`src/clock_pkg.sv`:
```
package clock_pkg;

    typedef logic [4:0] hour_t;       // 0..23
    typedef logic [5:0] unit_t;       // minute or second, 0..59
    typedef logic [3:0] digit_t;      // 0..9, 10 is the dash
    typedef logic [7:0] seg_t;        // bit 7 = a ... bit 1 = g
    typedef logic [7:0] digit_sel_t;  // bit 7 = leftmost digit

    typedef enum logic [2:0] {
        cmd_none  = 3'd0,
        cmd_mode  = 3'd1,
        cmd_down  = 3'd2,
        cmd_field = 3'd3,
        cmd_stop  = 3'd4,
        cmd_up    = 3'd5
    } key_cmd_t;

    typedef enum logic [1:0] {mode_run, mode_set_time, mode_set_alarm} mode_t;
    typedef enum logic [1:0] {field_hour, field_minute, field_second} field_t;

    //////////////////////////////////////////////////
    // default timing at 100 MHz
    localparam int DEF_CYCLES_PER_SEC  = 100_000_000;
    localparam int DEF_DEBOUNCE_CYCLES = 2_000_000;   // 20 ms
    localparam int DEF_SCAN_CYCLES     = 10_000;
    localparam int DEF_BLINK_CYCLES    = 50_000_000;  // half a second per phase
    localparam int DEF_BEEP_CYCLES     = 10_000_000;  // 100 ms key beep
    localparam int DEF_TONE_PERIOD     = 151_745;     // mid E

    localparam int ALARM_HALF_PERIOD_SHIFT = 1;  // 50 % duty
    localparam int BEEP_DUTY_SHIFT         = 3;  // 1/8 duty

    localparam hour_t INIT_ALARM_HOUR = 5'd7;
    localparam unit_t INIT_ALARM_MIN  = 6'd1;

    localparam seg_t SEG_DASH = 8'b0000_0010;
    localparam seg_t SEG_TABLE [10] = '{
        8'b1111_1100, 8'b0110_0000, 8'b1101_1010, 8'b1111_0010, 8'b0110_0110,
        8'b1011_0110, 8'b1011_1110, 8'b1110_0000, 8'b1111_1110, 8'b1111_0110
    };

    // one step up or down with wrap between 0 and max
    function automatic unit_t wrap_step(unit_t value, unit_t max, logic up);
        if (up)
            return (value == max) ? 6'd0 : value + 6'd1;
        else
            return (value == 6'd0) ? max : value - 6'd1;
    endfunction

endpackage

```
`src/key_debounce.sv`:
```
module key_debounce #(
    parameter int DEBOUNCE_CYCLES = clock_pkg::DEF_DEBOUNCE_CYCLES
) (
    input  logic                clk,
    input  logic                rst,
    input  logic [4:0]          key,
    output clock_pkg::key_cmd_t key_cmd
);
    import clock_pkg::*;

    typedef logic [$clog2(DEBOUNCE_CYCLES + 1) - 1:0] cnt_t;

    logic [4:0] key_q;       // last sampled key
    cnt_t       stable_cnt;  // cycles the key has stayed unchanged
    key_cmd_t   key_dec;

    always_comb
    begin
        case (key)
            5'b10000: key_dec = cmd_up;
            5'b01000: key_dec = cmd_stop;
            5'b00100: key_dec = cmd_field;
            5'b00010: key_dec = cmd_down;
            5'b00001: key_dec = cmd_mode;
            default:  key_dec = cmd_none;  // idle or several keys
        endcase
    end

    always_ff @(posedge clk)
    begin
        if (!rst)
        begin
            key_q      <= '0;
            stable_cnt <= '0;
            key_cmd    <= cmd_none;
        end
        else
        begin
            key_q   <= key;
            key_cmd <= cmd_none;
            if (key != key_q || key == 5'b0)
                stable_cnt <= '0;  // bounce or release restarts
            else if (stable_cnt != cnt_t'(DEBOUNCE_CYCLES))
            begin
                stable_cnt <= stable_cnt + 1'b1;
                if (stable_cnt == cnt_t'(DEBOUNCE_CYCLES - 1))
                    key_cmd <= key_dec;  // fires once, then saturates
            end
        end
    end

    a_single_pulse: assert property (@(posedge clk) disable iff (!rst)
        key_cmd != cmd_none |=> key_cmd == cmd_none);

endmodule

```
`src/mode_control.sv`:
```
module mode_control (
    input  logic                clk,
    input  logic                rst,
    input  clock_pkg::key_cmd_t key_cmd,
    output clock_pkg::mode_t    mode,
    output clock_pkg::field_t   field
);
    import clock_pkg::*;

    mode_t mode_nxt;

    always_comb
    begin
        mode_nxt = mode;
        if (key_cmd == cmd_mode)
        begin
            case (mode)
                mode_run:      mode_nxt = mode_set_time;
                mode_set_time: mode_nxt = mode_set_alarm;
                default:       mode_nxt = mode_run;
            endcase
        end
    end

    always_ff @(posedge clk)
    begin
        if (!rst)
        begin
            mode  <= mode_run;
            field <= field_hour;
        end
        else
        begin
            mode <= mode_nxt;
            if (mode_nxt == mode_run)
                field <= field_hour;  // run never holds a field
            else if (key_cmd == cmd_field)
            begin
                case (field)
                    field_hour:   field <= field_minute;
                    field_minute: field <= field_second;
                    default:      field <= field_hour;
                endcase
            end
        end
    end

    a_run_field: assert property (@(posedge clk) disable iff (!rst)
        mode == mode_run |-> field == field_hour);

endmodule

```
`src/time_keeper.sv`:
```
module time_keeper #(
    parameter int CYCLES_PER_SEC = clock_pkg::DEF_CYCLES_PER_SEC
) (
    input  logic                clk,
    input  logic                rst,
    input  clock_pkg::mode_t    mode,
    input  clock_pkg::field_t   field,
    input  clock_pkg::key_cmd_t key_cmd,
    output clock_pkg::hour_t    hour,
    output clock_pkg::unit_t    minute,
    output clock_pkg::unit_t    second,
    output logic                time_step
);
    import clock_pkg::*;

    typedef logic [$clog2(CYCLES_PER_SEC) - 1:0] cnt_t;

    cnt_t presc;  // cycles within the current second
    logic adjust;
    logic up;

    assign adjust = (key_cmd == cmd_up) || (key_cmd == cmd_down);
    assign up     = (key_cmd == cmd_up);

    always_ff @(posedge clk)
    begin
        if (!rst)
        begin
            presc     <= '0;
            time_step <= 1'b0;
            hour      <= '0;
            minute    <= '0;
            second    <= '0;
        end
        else if (mode == mode_set_time)
        begin
            presc     <= '0;  // frozen while setting
            time_step <= 1'b0;
            if (adjust)
            begin
                case (field)
                    field_hour:   hour   <= hour_t'(wrap_step({1'b0, hour}, 6'd23, up));
                    field_minute: minute <= wrap_step(minute, 6'd59, up);
                    default:      second <= wrap_step(second, 6'd59, up);
                endcase
            end
        end
        else if (presc == cnt_t'(CYCLES_PER_SEC - 1))
        begin
            presc     <= '0;
            time_step <= 1'b1;
            second    <= wrap_step(second, 6'd59, 1'b1);
            if (second == 6'd59)
            begin
                minute <= wrap_step(minute, 6'd59, 1'b1);
                if (minute == 6'd59)
                    hour <= hour_t'(wrap_step({1'b0, hour}, 6'd23, 1'b1));  // midnight wrap
            end
        end
        else
        begin
            presc     <= presc + 1'b1;
            time_step <= 1'b0;
        end
    end

    a_time_range: assert property (@(posedge clk) disable iff (!rst)
        hour <= 5'd23 && minute <= 6'd59 && second <= 6'd59);

endmodule

```
`src/alarm_unit.sv`:
```
module alarm_unit (
    input  logic                clk,
    input  logic                rst,
    input  clock_pkg::mode_t    mode,
    input  clock_pkg::field_t   field,
    input  clock_pkg::key_cmd_t key_cmd,
    input  clock_pkg::hour_t    hour,
    input  clock_pkg::unit_t    minute,
    input  clock_pkg::unit_t    second,
    input  logic                time_step,
    input  logic                alarm_en,
    output clock_pkg::hour_t    alarm_hour,
    output clock_pkg::unit_t    alarm_minute,
    output clock_pkg::unit_t    alarm_second,
    output logic                alarm_ring
);
    import clock_pkg::*;

    logic adjust;
    logic up;
    logic match;

    assign adjust = (mode == mode_set_alarm) &&
                    ((key_cmd == cmd_up) || (key_cmd == cmd_down));
    assign up     = (key_cmd == cmd_up);
    assign match  = (hour == alarm_hour) && (minute == alarm_minute) &&
                    (second == alarm_second);

    always_ff @(posedge clk)
    begin
        if (!rst)
        begin
            alarm_hour   <= INIT_ALARM_HOUR;
            alarm_minute <= INIT_ALARM_MIN;
            alarm_second <= '0;
        end
        else if (adjust)
        begin
            case (field)
                field_hour:   alarm_hour   <= hour_t'(wrap_step({1'b0, alarm_hour}, 6'd23, up));
                field_minute: alarm_minute <= wrap_step(alarm_minute, 6'd59, up);
                default:      alarm_second <= wrap_step(alarm_second, 6'd59, up);
            endcase
        end
    end

    always_ff @(posedge clk)
    begin
        if (!rst)
            alarm_ring <= 1'b0;
        else if (key_cmd == cmd_stop)
            alarm_ring <= 1'b0;  // dismiss in any mode
        else if (time_step && alarm_en && match)
            alarm_ring <= 1'b1;  // only on the step into the match
    end

    a_ring_needs_en: assert property (@(posedge clk) disable iff (!rst)
        $rose(alarm_ring) |-> $past(alarm_en));

endmodule

```
`src/display_scan.sv`:
```
module display_scan #(
    parameter int SCAN_CYCLES  = clock_pkg::DEF_SCAN_CYCLES,
    parameter int BLINK_CYCLES = clock_pkg::DEF_BLINK_CYCLES
) (
    input  logic                  clk,
    input  logic                  rst,
    input  clock_pkg::mode_t      mode,
    input  clock_pkg::field_t     field,
    input  clock_pkg::hour_t      hour,
    input  clock_pkg::unit_t      minute,
    input  clock_pkg::unit_t      second,
    input  clock_pkg::hour_t      alarm_hour,
    input  clock_pkg::unit_t      alarm_minute,
    input  clock_pkg::unit_t      alarm_second,
    output clock_pkg::seg_t       seg,
    output clock_pkg::digit_sel_t digit_sel
);
    import clock_pkg::*;

    typedef logic [$clog2(SCAN_CYCLES) - 1:0]  scan_cnt_t;
    typedef logic [$clog2(BLINK_CYCLES) - 1:0] blink_cnt_t;

    scan_cnt_t  scan_cnt;
    blink_cnt_t blink_cnt;
    logic [2:0] scan_idx;   // 0 = leftmost digit
    logic       blink_off;  // selected field dark in this phase
    hour_t      show_h;
    unit_t      show_m;
    unit_t      show_s;
    digit_t     digit;
    logic       in_field;   // position belongs to the selected field
    digit_t     num_q;
    digit_sel_t sel_q;

    //////////////////////////////////////////////////
    // scan and blink timing
    always_ff @(posedge clk)
    begin
        if (!rst)
        begin
            scan_cnt  <= '0;
            scan_idx  <= '0;
            blink_cnt <= '0;
            blink_off <= 1'b0;
        end
        else
        begin
            if (scan_cnt == scan_cnt_t'(SCAN_CYCLES - 1))
            begin
                scan_cnt <= '0;
                scan_idx <= scan_idx + 1'b1;
            end
            else
                scan_cnt <= scan_cnt + 1'b1;

            if (mode == mode_run)
            begin
                blink_cnt <= '0;
                blink_off <= 1'b0;
            end
            else if (blink_cnt == blink_cnt_t'(BLINK_CYCLES - 1))
            begin
                blink_cnt <= '0;
                blink_off <= ~blink_off;
            end
            else
                blink_cnt <= blink_cnt + 1'b1;
        end
    end

    //////////////////////////////////////////////////
    // digit value for the current position
    always_comb
    begin
        show_h   = (mode == mode_set_alarm) ? alarm_hour : hour;
        show_m   = (mode == mode_set_alarm) ? alarm_minute : minute;
        show_s   = (mode == mode_set_alarm) ? alarm_second : second;
        digit    = 4'd10;  // dash
        in_field = 1'b0;
        case (scan_idx)
            3'd0: {digit, in_field} = {digit_t'(show_h / 5'd10), field == field_hour};
            3'd1: {digit, in_field} = {digit_t'(show_h % 5'd10), field == field_hour};
            3'd3: {digit, in_field} = {digit_t'(show_m / 6'd10), field == field_minute};
            3'd4: {digit, in_field} = {digit_t'(show_m % 6'd10), field == field_minute};
            3'd6: {digit, in_field} = {digit_t'(show_s / 6'd10), field == field_second};
            3'd7: {digit, in_field} = {digit_t'(show_s % 6'd10), field == field_second};
            default: ;
        endcase
    end

    // stage 1 picks value and enable, stage 2 encodes segments
    always_ff @(posedge clk)
    begin
        if (!rst)
        begin
            num_q     <= '0;
            sel_q     <= '0;
            seg       <= '0;
            digit_sel <= '0;
        end
        else
        begin
            num_q     <= digit;
            sel_q     <= (blink_off && in_field) ? '0 : digit_sel_t'(8'h80 >> scan_idx);
            seg       <= (num_q > 4'd9) ? SEG_DASH : SEG_TABLE[num_q];
            digit_sel <= sel_q;
        end
    end

    a_sel_onehot: assert property (@(posedge clk) disable iff (!rst) $onehot0(digit_sel));

endmodule

```
`src/tone_gen.sv`:
```
module tone_gen #(
    parameter int BEEP_CYCLES = clock_pkg::DEF_BEEP_CYCLES,
    parameter int TONE_PERIOD = clock_pkg::DEF_TONE_PERIOD
) (
    input  logic                clk,
    input  logic                rst,
    input  clock_pkg::key_cmd_t key_cmd,
    input  logic                beep_en,
    input  logic                alarm_ring,
    output logic                pwm
);
    import clock_pkg::*;

    typedef logic [$clog2(BEEP_CYCLES) - 1:0] beep_cnt_t;
    typedef logic [$clog2(TONE_PERIOD) - 1:0] tone_cnt_t;

    logic      beep_on;
    beep_cnt_t beep_cnt;  // length of the key beep
    tone_cnt_t tone_cnt;  // position within one tone period

    always_ff @(posedge clk)
    begin
        if (!rst)
        begin
            beep_on  <= 1'b0;
            beep_cnt <= '0;
            tone_cnt <= '0;
            pwm      <= 1'b0;
        end
        else
        begin
            if (!beep_en)
                beep_on <= 1'b0;
            else if (key_cmd != cmd_none)
            begin
                beep_on  <= 1'b1;  // each press restarts the beep
                beep_cnt <= '0;
            end
            else if (beep_on)
            begin
                if (beep_cnt == beep_cnt_t'(BEEP_CYCLES - 1))
                    beep_on <= 1'b0;
                else
                    beep_cnt <= beep_cnt + 1'b1;
            end

            if (!(beep_on || alarm_ring) || tone_cnt == tone_cnt_t'(TONE_PERIOD - 1))
                tone_cnt <= '0;
            else
                tone_cnt <= tone_cnt + 1'b1;

            if (alarm_ring)  // alarm tone wins over the beep
                pwm <= tone_cnt < tone_cnt_t'(TONE_PERIOD >> ALARM_HALF_PERIOD_SHIFT);
            else if (beep_on && beep_en)
                pwm <= tone_cnt < tone_cnt_t'(TONE_PERIOD >> BEEP_DUTY_SHIFT);
            else
                pwm <= 1'b0;
        end
    end

endmodule

```
`src/clock_top.sv`:
```
module clock_top #(
    parameter int CYCLES_PER_SEC  = clock_pkg::DEF_CYCLES_PER_SEC,
    parameter int DEBOUNCE_CYCLES = clock_pkg::DEF_DEBOUNCE_CYCLES,
    parameter int SCAN_CYCLES     = clock_pkg::DEF_SCAN_CYCLES,
    parameter int BLINK_CYCLES    = clock_pkg::DEF_BLINK_CYCLES,
    parameter int BEEP_CYCLES     = clock_pkg::DEF_BEEP_CYCLES,
    parameter int TONE_PERIOD     = clock_pkg::DEF_TONE_PERIOD
) (
    input  logic                  clk,
    input  logic                  rst,
    input  logic [4:0]            key,        // up, stop, field, down, mode
    input  logic                  alarm_en,
    input  logic                  beep_en,
    output clock_pkg::seg_t       seg,
    output clock_pkg::digit_sel_t digit_sel,
    output logic                  alarm_ring,
    output logic                  pwm
);
    import clock_pkg::*;

    key_cmd_t key_cmd;
    mode_t    mode;
    field_t   field;
    hour_t    hour, alarm_hour;
    unit_t    minute, second, alarm_minute, alarm_second;
    logic     time_step;

    key_debounce #(.DEBOUNCE_CYCLES(DEBOUNCE_CYCLES)) u_debounce (
        .clk, .rst, .key, .key_cmd);

    mode_control u_mode (.clk, .rst, .key_cmd, .mode, .field);

    time_keeper #(.CYCLES_PER_SEC(CYCLES_PER_SEC)) u_time (
        .clk, .rst, .mode, .field, .key_cmd, .hour, .minute, .second, .time_step);

    alarm_unit u_alarm (
        .clk, .rst, .mode, .field, .key_cmd, .hour, .minute, .second, .time_step,
        .alarm_en, .alarm_hour, .alarm_minute, .alarm_second, .alarm_ring);

    display_scan #(.SCAN_CYCLES(SCAN_CYCLES), .BLINK_CYCLES(BLINK_CYCLES)) u_display (
        .clk, .rst, .mode, .field, .hour, .minute, .second,
        .alarm_hour, .alarm_minute, .alarm_second, .seg, .digit_sel);

    tone_gen #(.BEEP_CYCLES(BEEP_CYCLES), .TONE_PERIOD(TONE_PERIOD)) u_tone (
        .clk, .rst, .key_cmd, .beep_en, .alarm_ring, .pwm);

endmodule

```
`config.mk`:
```
export PLATFORM = sky130hd
export DESIGN_NAME = clock_top
export DESIGN_NICKNAME = d
export VERILOG_FILES = /design/src/clock_pkg.sv /design/src/key_debounce.sv /design/src/mode_control.sv /design/src/time_keeper.sv /design/src/alarm_unit.sv /design/src/display_scan.sv /design/src/tone_gen.sv /design/src/clock_top.sv
export SDC_FILE = /design/constraint.sdc
export NUM_CORES = 1
export LEC_CHECK = 0
export BUFFER_PORTS_ARGS = -buffer_cell sky130_fd_sc_hd__buf_2
export CAP_MARGIN = 40
export CORE_MARGIN = 5
export CORE_UTILIZATION = 55
export CTS_CLUSTER_SIZE = 12
export DETAILED_ROUTE_END_ITERATION = 8
export PLACE_DENSITY = 0.71
export SKIP_LAST_GASP = 1
export SLEW_MARGIN = 0
export SYNTH_ARGS = -nofsm -noshare
export SYNTH_HDL_FRONTEND = slang
export SYNTH_SLANG_ARGS = --single-unit
```
`constraint.sdc`:
```
create_clock -name clk -period 5.5 [get_ports clk]
set_input_delay 0.55 -clock clk [delete_from_list [all_inputs] [get_ports clk]]
set_output_delay 0.55 -clock clk [all_outputs]
set_load 0.02 [all_outputs]
```
==> impl_metrics.yaml <==
yosys:
  postSynthNetCount: 1436
  mean_cell_area_of_the_mapped_netlist_um2: 8.03
  yosys_most_used_dff: "dfxtp_1"
  yosys.cell_types.count: 75
  synth.yosys.seq_area_share_pct: 37.9
  ys_ff_latch: 211
  asyncSetResetFlopFracSynth_pct: 0
  synth_edf_count: 0
  netlist_area_mm2: 0.0111
  netlist_instances: 1388
  yosys_warnings: 0
critical_path:
  worst_path_max_delay_cell: "nor2b_2"
  worst_r2r_startpoint: "u_mode.mode[1]"
  crit_type: "flip-flop to flip-flop"
  timing.critical_path.from_type: "flip-flop"
  crit_fanout: 15
  cell_depth_of_the_worst_flop_to_flop_path: 13
  worstPathCellList: "nor2b_2, buf_4, mux2i_1, o22ai_1, nor2_2, inv_1, ha_1, or3_1, a221oi_1, a41oi_1, nand2b_1, a311oi_1, nor4_1"
  crit_arrival_ns: 4.10
  r2r_slack_ns: 1.77
  cpPeakStageDelay_ns: 0.41
  worst_r2r_endpoint: "u_display.num_q[3]"
  cp-end-kind: "flip-flop"
  worst_ep_required_time_ns: 5.87
floorplanning:
  total_number_of_placement_rows: 52
  design.portCount: 27
  design.die.area_mm2: 0.0232
  width_of_the_chip_um: 152
  die_h_um: 152
  core_region_area_mm2: 0.0201
  initial_core_util_pct: 55.4
cts:
  number_of_sinks_driven_by_the_clock_tree: 211
  tritoncts_clock_tree: "done"
  clkLatencyLatePin_ns: 0.51
  h-tree-depth: 1
  post_cts_resize_count: 0
  cts_post_setup_buffers_inserted: 0
  cts.root.buffer_cell: "clkbuf_16"
  clkTransAtPathRegs_ns: 0.06
  cts_bufs_inserted: 24
  max-clock-path-buffers: 3
  cts-hold-fix-buffers: 0
timing:
  finalWorstPathRequiredPeriod_ns: 3.73
  maxSlewViolCount: 0
  whs_ns: 0.345
  final.setup.worst_slack_ns: 1.77
  grt_setup_unrepaired: "false"
  max_slew_margin_pct: 38.1
  worst_slew_pin_slew_ns: 0.928
  timing.final.hold_violations: 0
  final.setup_skew_ns: 0.00759
  max_freq_mhz: 268
  totalNegativeSetupSlack_ns: 0
  layout_worst_path_cycle_share_pct: 67.8
  timing.final.setup_violations: 0
power_and_ir_drop:
  p_leak_nw: 4.29
  fin_total_pwr_mw: 3.06
  max-vdd-ir-drop_uv: 212
  power.density_cell_area_mw_per_mm2: 253
global_routing:
  grt_antenna_before_repair: 0
  grt_max_degree: 42
  globalRoute.totalOverflow: 0
  grt_first_pass_wirelength_um: 39400
  gr-usage-all-layers_pct: 19.1
  grt_pass1_vias: 8539
cells_and_area:
  layout.cells.non_filler: 1655
  summed_area_of_non_filler_cells_in_the_final_layout_mm2: 0.0121
  most_common_library_cell_in_the_layout_ignoring_fill_and_taps: "nor2_1"
  final_core_util_pct: 60.1
  layout.cells.most_common_list: "243 x nor2_1, 211 x dfxtp_1, 104 x nand2_1"
  diodes: 0
  final.fill_count: 1794
  synthToLayoutAreaGrowth_pct: 8.46
  final_nets: 1419
  final_layout_size_suffix_gt1_share_pct: 6.14
worst_hold_path:
  holdCritStartpoint: "key[1]"
  timing.hold.worst_endpoint: "u_debounce.key_cmd[0]"
  holdCritPathClass: "input port to flip-flop"
  min_delay_path_depth: 2
routing:
  dr.pass1.iters: 5
  detailroute.via_count: 9266
  wire_length_per_cell_after_detailed_routing_um: 13.7
  routed_via_density: 5.60
  drtIter0Drc: 611
  route.detailed.drc: 0
  drt_wl_total_um: 22800
  number_of_nets_with_antenna_violations_after_routing: 0
run_status:
  status: "finished clean"
place:
  buffer_ports.inserted: 25
  gp_routability_congestion: 0.893
  detailed_place_hpwl_um: 15800
  place_ws_ns: 1.87
  placedCellCount: 1615
  post_dp_cell_area_mm2: 0.0114
flow_run:
  maxCapViolCount: 0
state kept, by name, indices dropped and copies added, names as in the netlist, 2 cells and up:
| name | cells |
|---|---|
| u_display.scan_cnt | 14 |
| u_time.hour | 5 |
| u_alarm.alarm_second | 6 |
| u_display.seg | 7 |
| u_time.presc | 27 |
| u_debounce.stable_cnt | 21 |
| u_alarm.alarm_hour | 5 |
| u_alarm.alarm_minute | 6 |
| u_time.second | 6 |
| u_mode.mode | 2 |
| u_tone.tone_cnt | 18 |
| u_display.scan_idx | 3 |
| u_display.sel_q | 8 |
| u_debounce.key_q | 5 |
| u_display.num_q | 4 |
| u_debounce.key_cmd | 3 |
| u_display.blink_cnt | 26 |
| u_display.digit_sel | 8 |
| u_time.minute | 6 |
| u_mode.field | 2 |
| u_tone.beep_cnt | 24 |
power breakdown:
| part | internal (mW) | switching, mW | leakage (nW) |
|---|---|---|---|
| Sequential | 1.54 | 0.00448 | 1.70 |
| Combinational | 0.0175 | 0.0368 | 2.23 |
| Clock | 0.865 | 0.599 | 0.354 |
| Total | 2.42 | 0.640 | 4.29 |
cells by family (layout without fill, tap and decap cells):
kind of cell / count (synthesis) / in the layout / share of synthesized area [%]
and+or+nand+nor: 628 / 628 / 27.0
adders and majority gates: 39 / 39 / 4.38
DFF: 211 / 211 / 37.9
buffers and inverters: 120 / 117 / 4.23
AOI/OAI and AO/OA: 211 / 211 / 12.1
xor gates and xnor gates: 155 / 155 / 12.2
other: 1 / 1 / 0.0336
muxes: 23 / 23 / 2.10
metal layers:
layer / wire, µm / global-route usage [%] / up-vias
li1: - / - / 4726
met1: 10800 / 25.4 / 4296
met2: 10400 / 32.2 / 202
met3: 1010 / 2.67 / 42
met4: 553 / 5.86 / 0
met5: 0 / 0 / -
layout make-up:
type                    count  area, µm²  area share (%)
flip-flops and latches    211       4220            34.9
inverters                  46        173            1.43
clock inverters             5       27.5           0.228
well taps                 270        338            2.79
multi-input cells        1057       6460            53.4
repair buffers             31        178            1.47
clock buffers              35        693            5.73
worst max path at each step:
| stage | slack, ns | start | to |
|---|---|---|---|
| floorplan | 2.54 | u_mode.mode[1] | u_display.num_q[3] |
| global placement | 2.05 | u_mode.mode[1] | u_display.num_q[3] |
| detailed placement | 1.87 | u_mode.mode[1] | u_display.num_q[3] |
| CTS | 1.85 | u_mode.mode[1] | u_display.num_q[3] |
| global route | 1.52 | u_mode.mode[1] | u_display.num_q[3] |
| finish | 1.77 | u_mode.mode[1] | u_display.num_q[3] |
worst max-delay path: cells and delay by family (launching register included):
family	cells	cell delay (ns)
mux	1	0.35
flops	1	0.40
buf+inv	2	0.43
fa+ha+maj	1	0.22
compound gates	4	0.85
simple gates	5	1.36
synth_stat cells (all sizes together) (5+ instances only):
master / n / area (µm²)
a211oi: 6 / 45.0
a21oi: 70 / 350
a221oi: 6 / 52.6
a311oi: 5 / 43.8
a31oi: 10 / 62.6
and2: 32 / 203
and3: 32 / 200
and4: 5 / 43.8
buf: 8 / 50.0
clkbuf: 66 / 249
dfxtp: 211 / 4220
ha: 39 / 488
inv: 46 / 173
mux2i: 20 / 200
nand2: 104 / 390
nand2b: 10 / 62.6
nand3: 68 / 345
nand4: 26 / 163
nor2: 244 / 918
nor2b: 9 / 56.3
nor3: 34 / 170
nor4: 22 / 144
o211ai: 6 / 45.0
o21ai: 48 / 240
o22ai: 11 / 75.1
o31ai: 5 / 37.5
or2: 6 / 37.5
or3: 14 / 87.6
xnor2: 71 / 622
xor2: 84 / 736
Note: power is estimated with default switching activity, not from simulation.
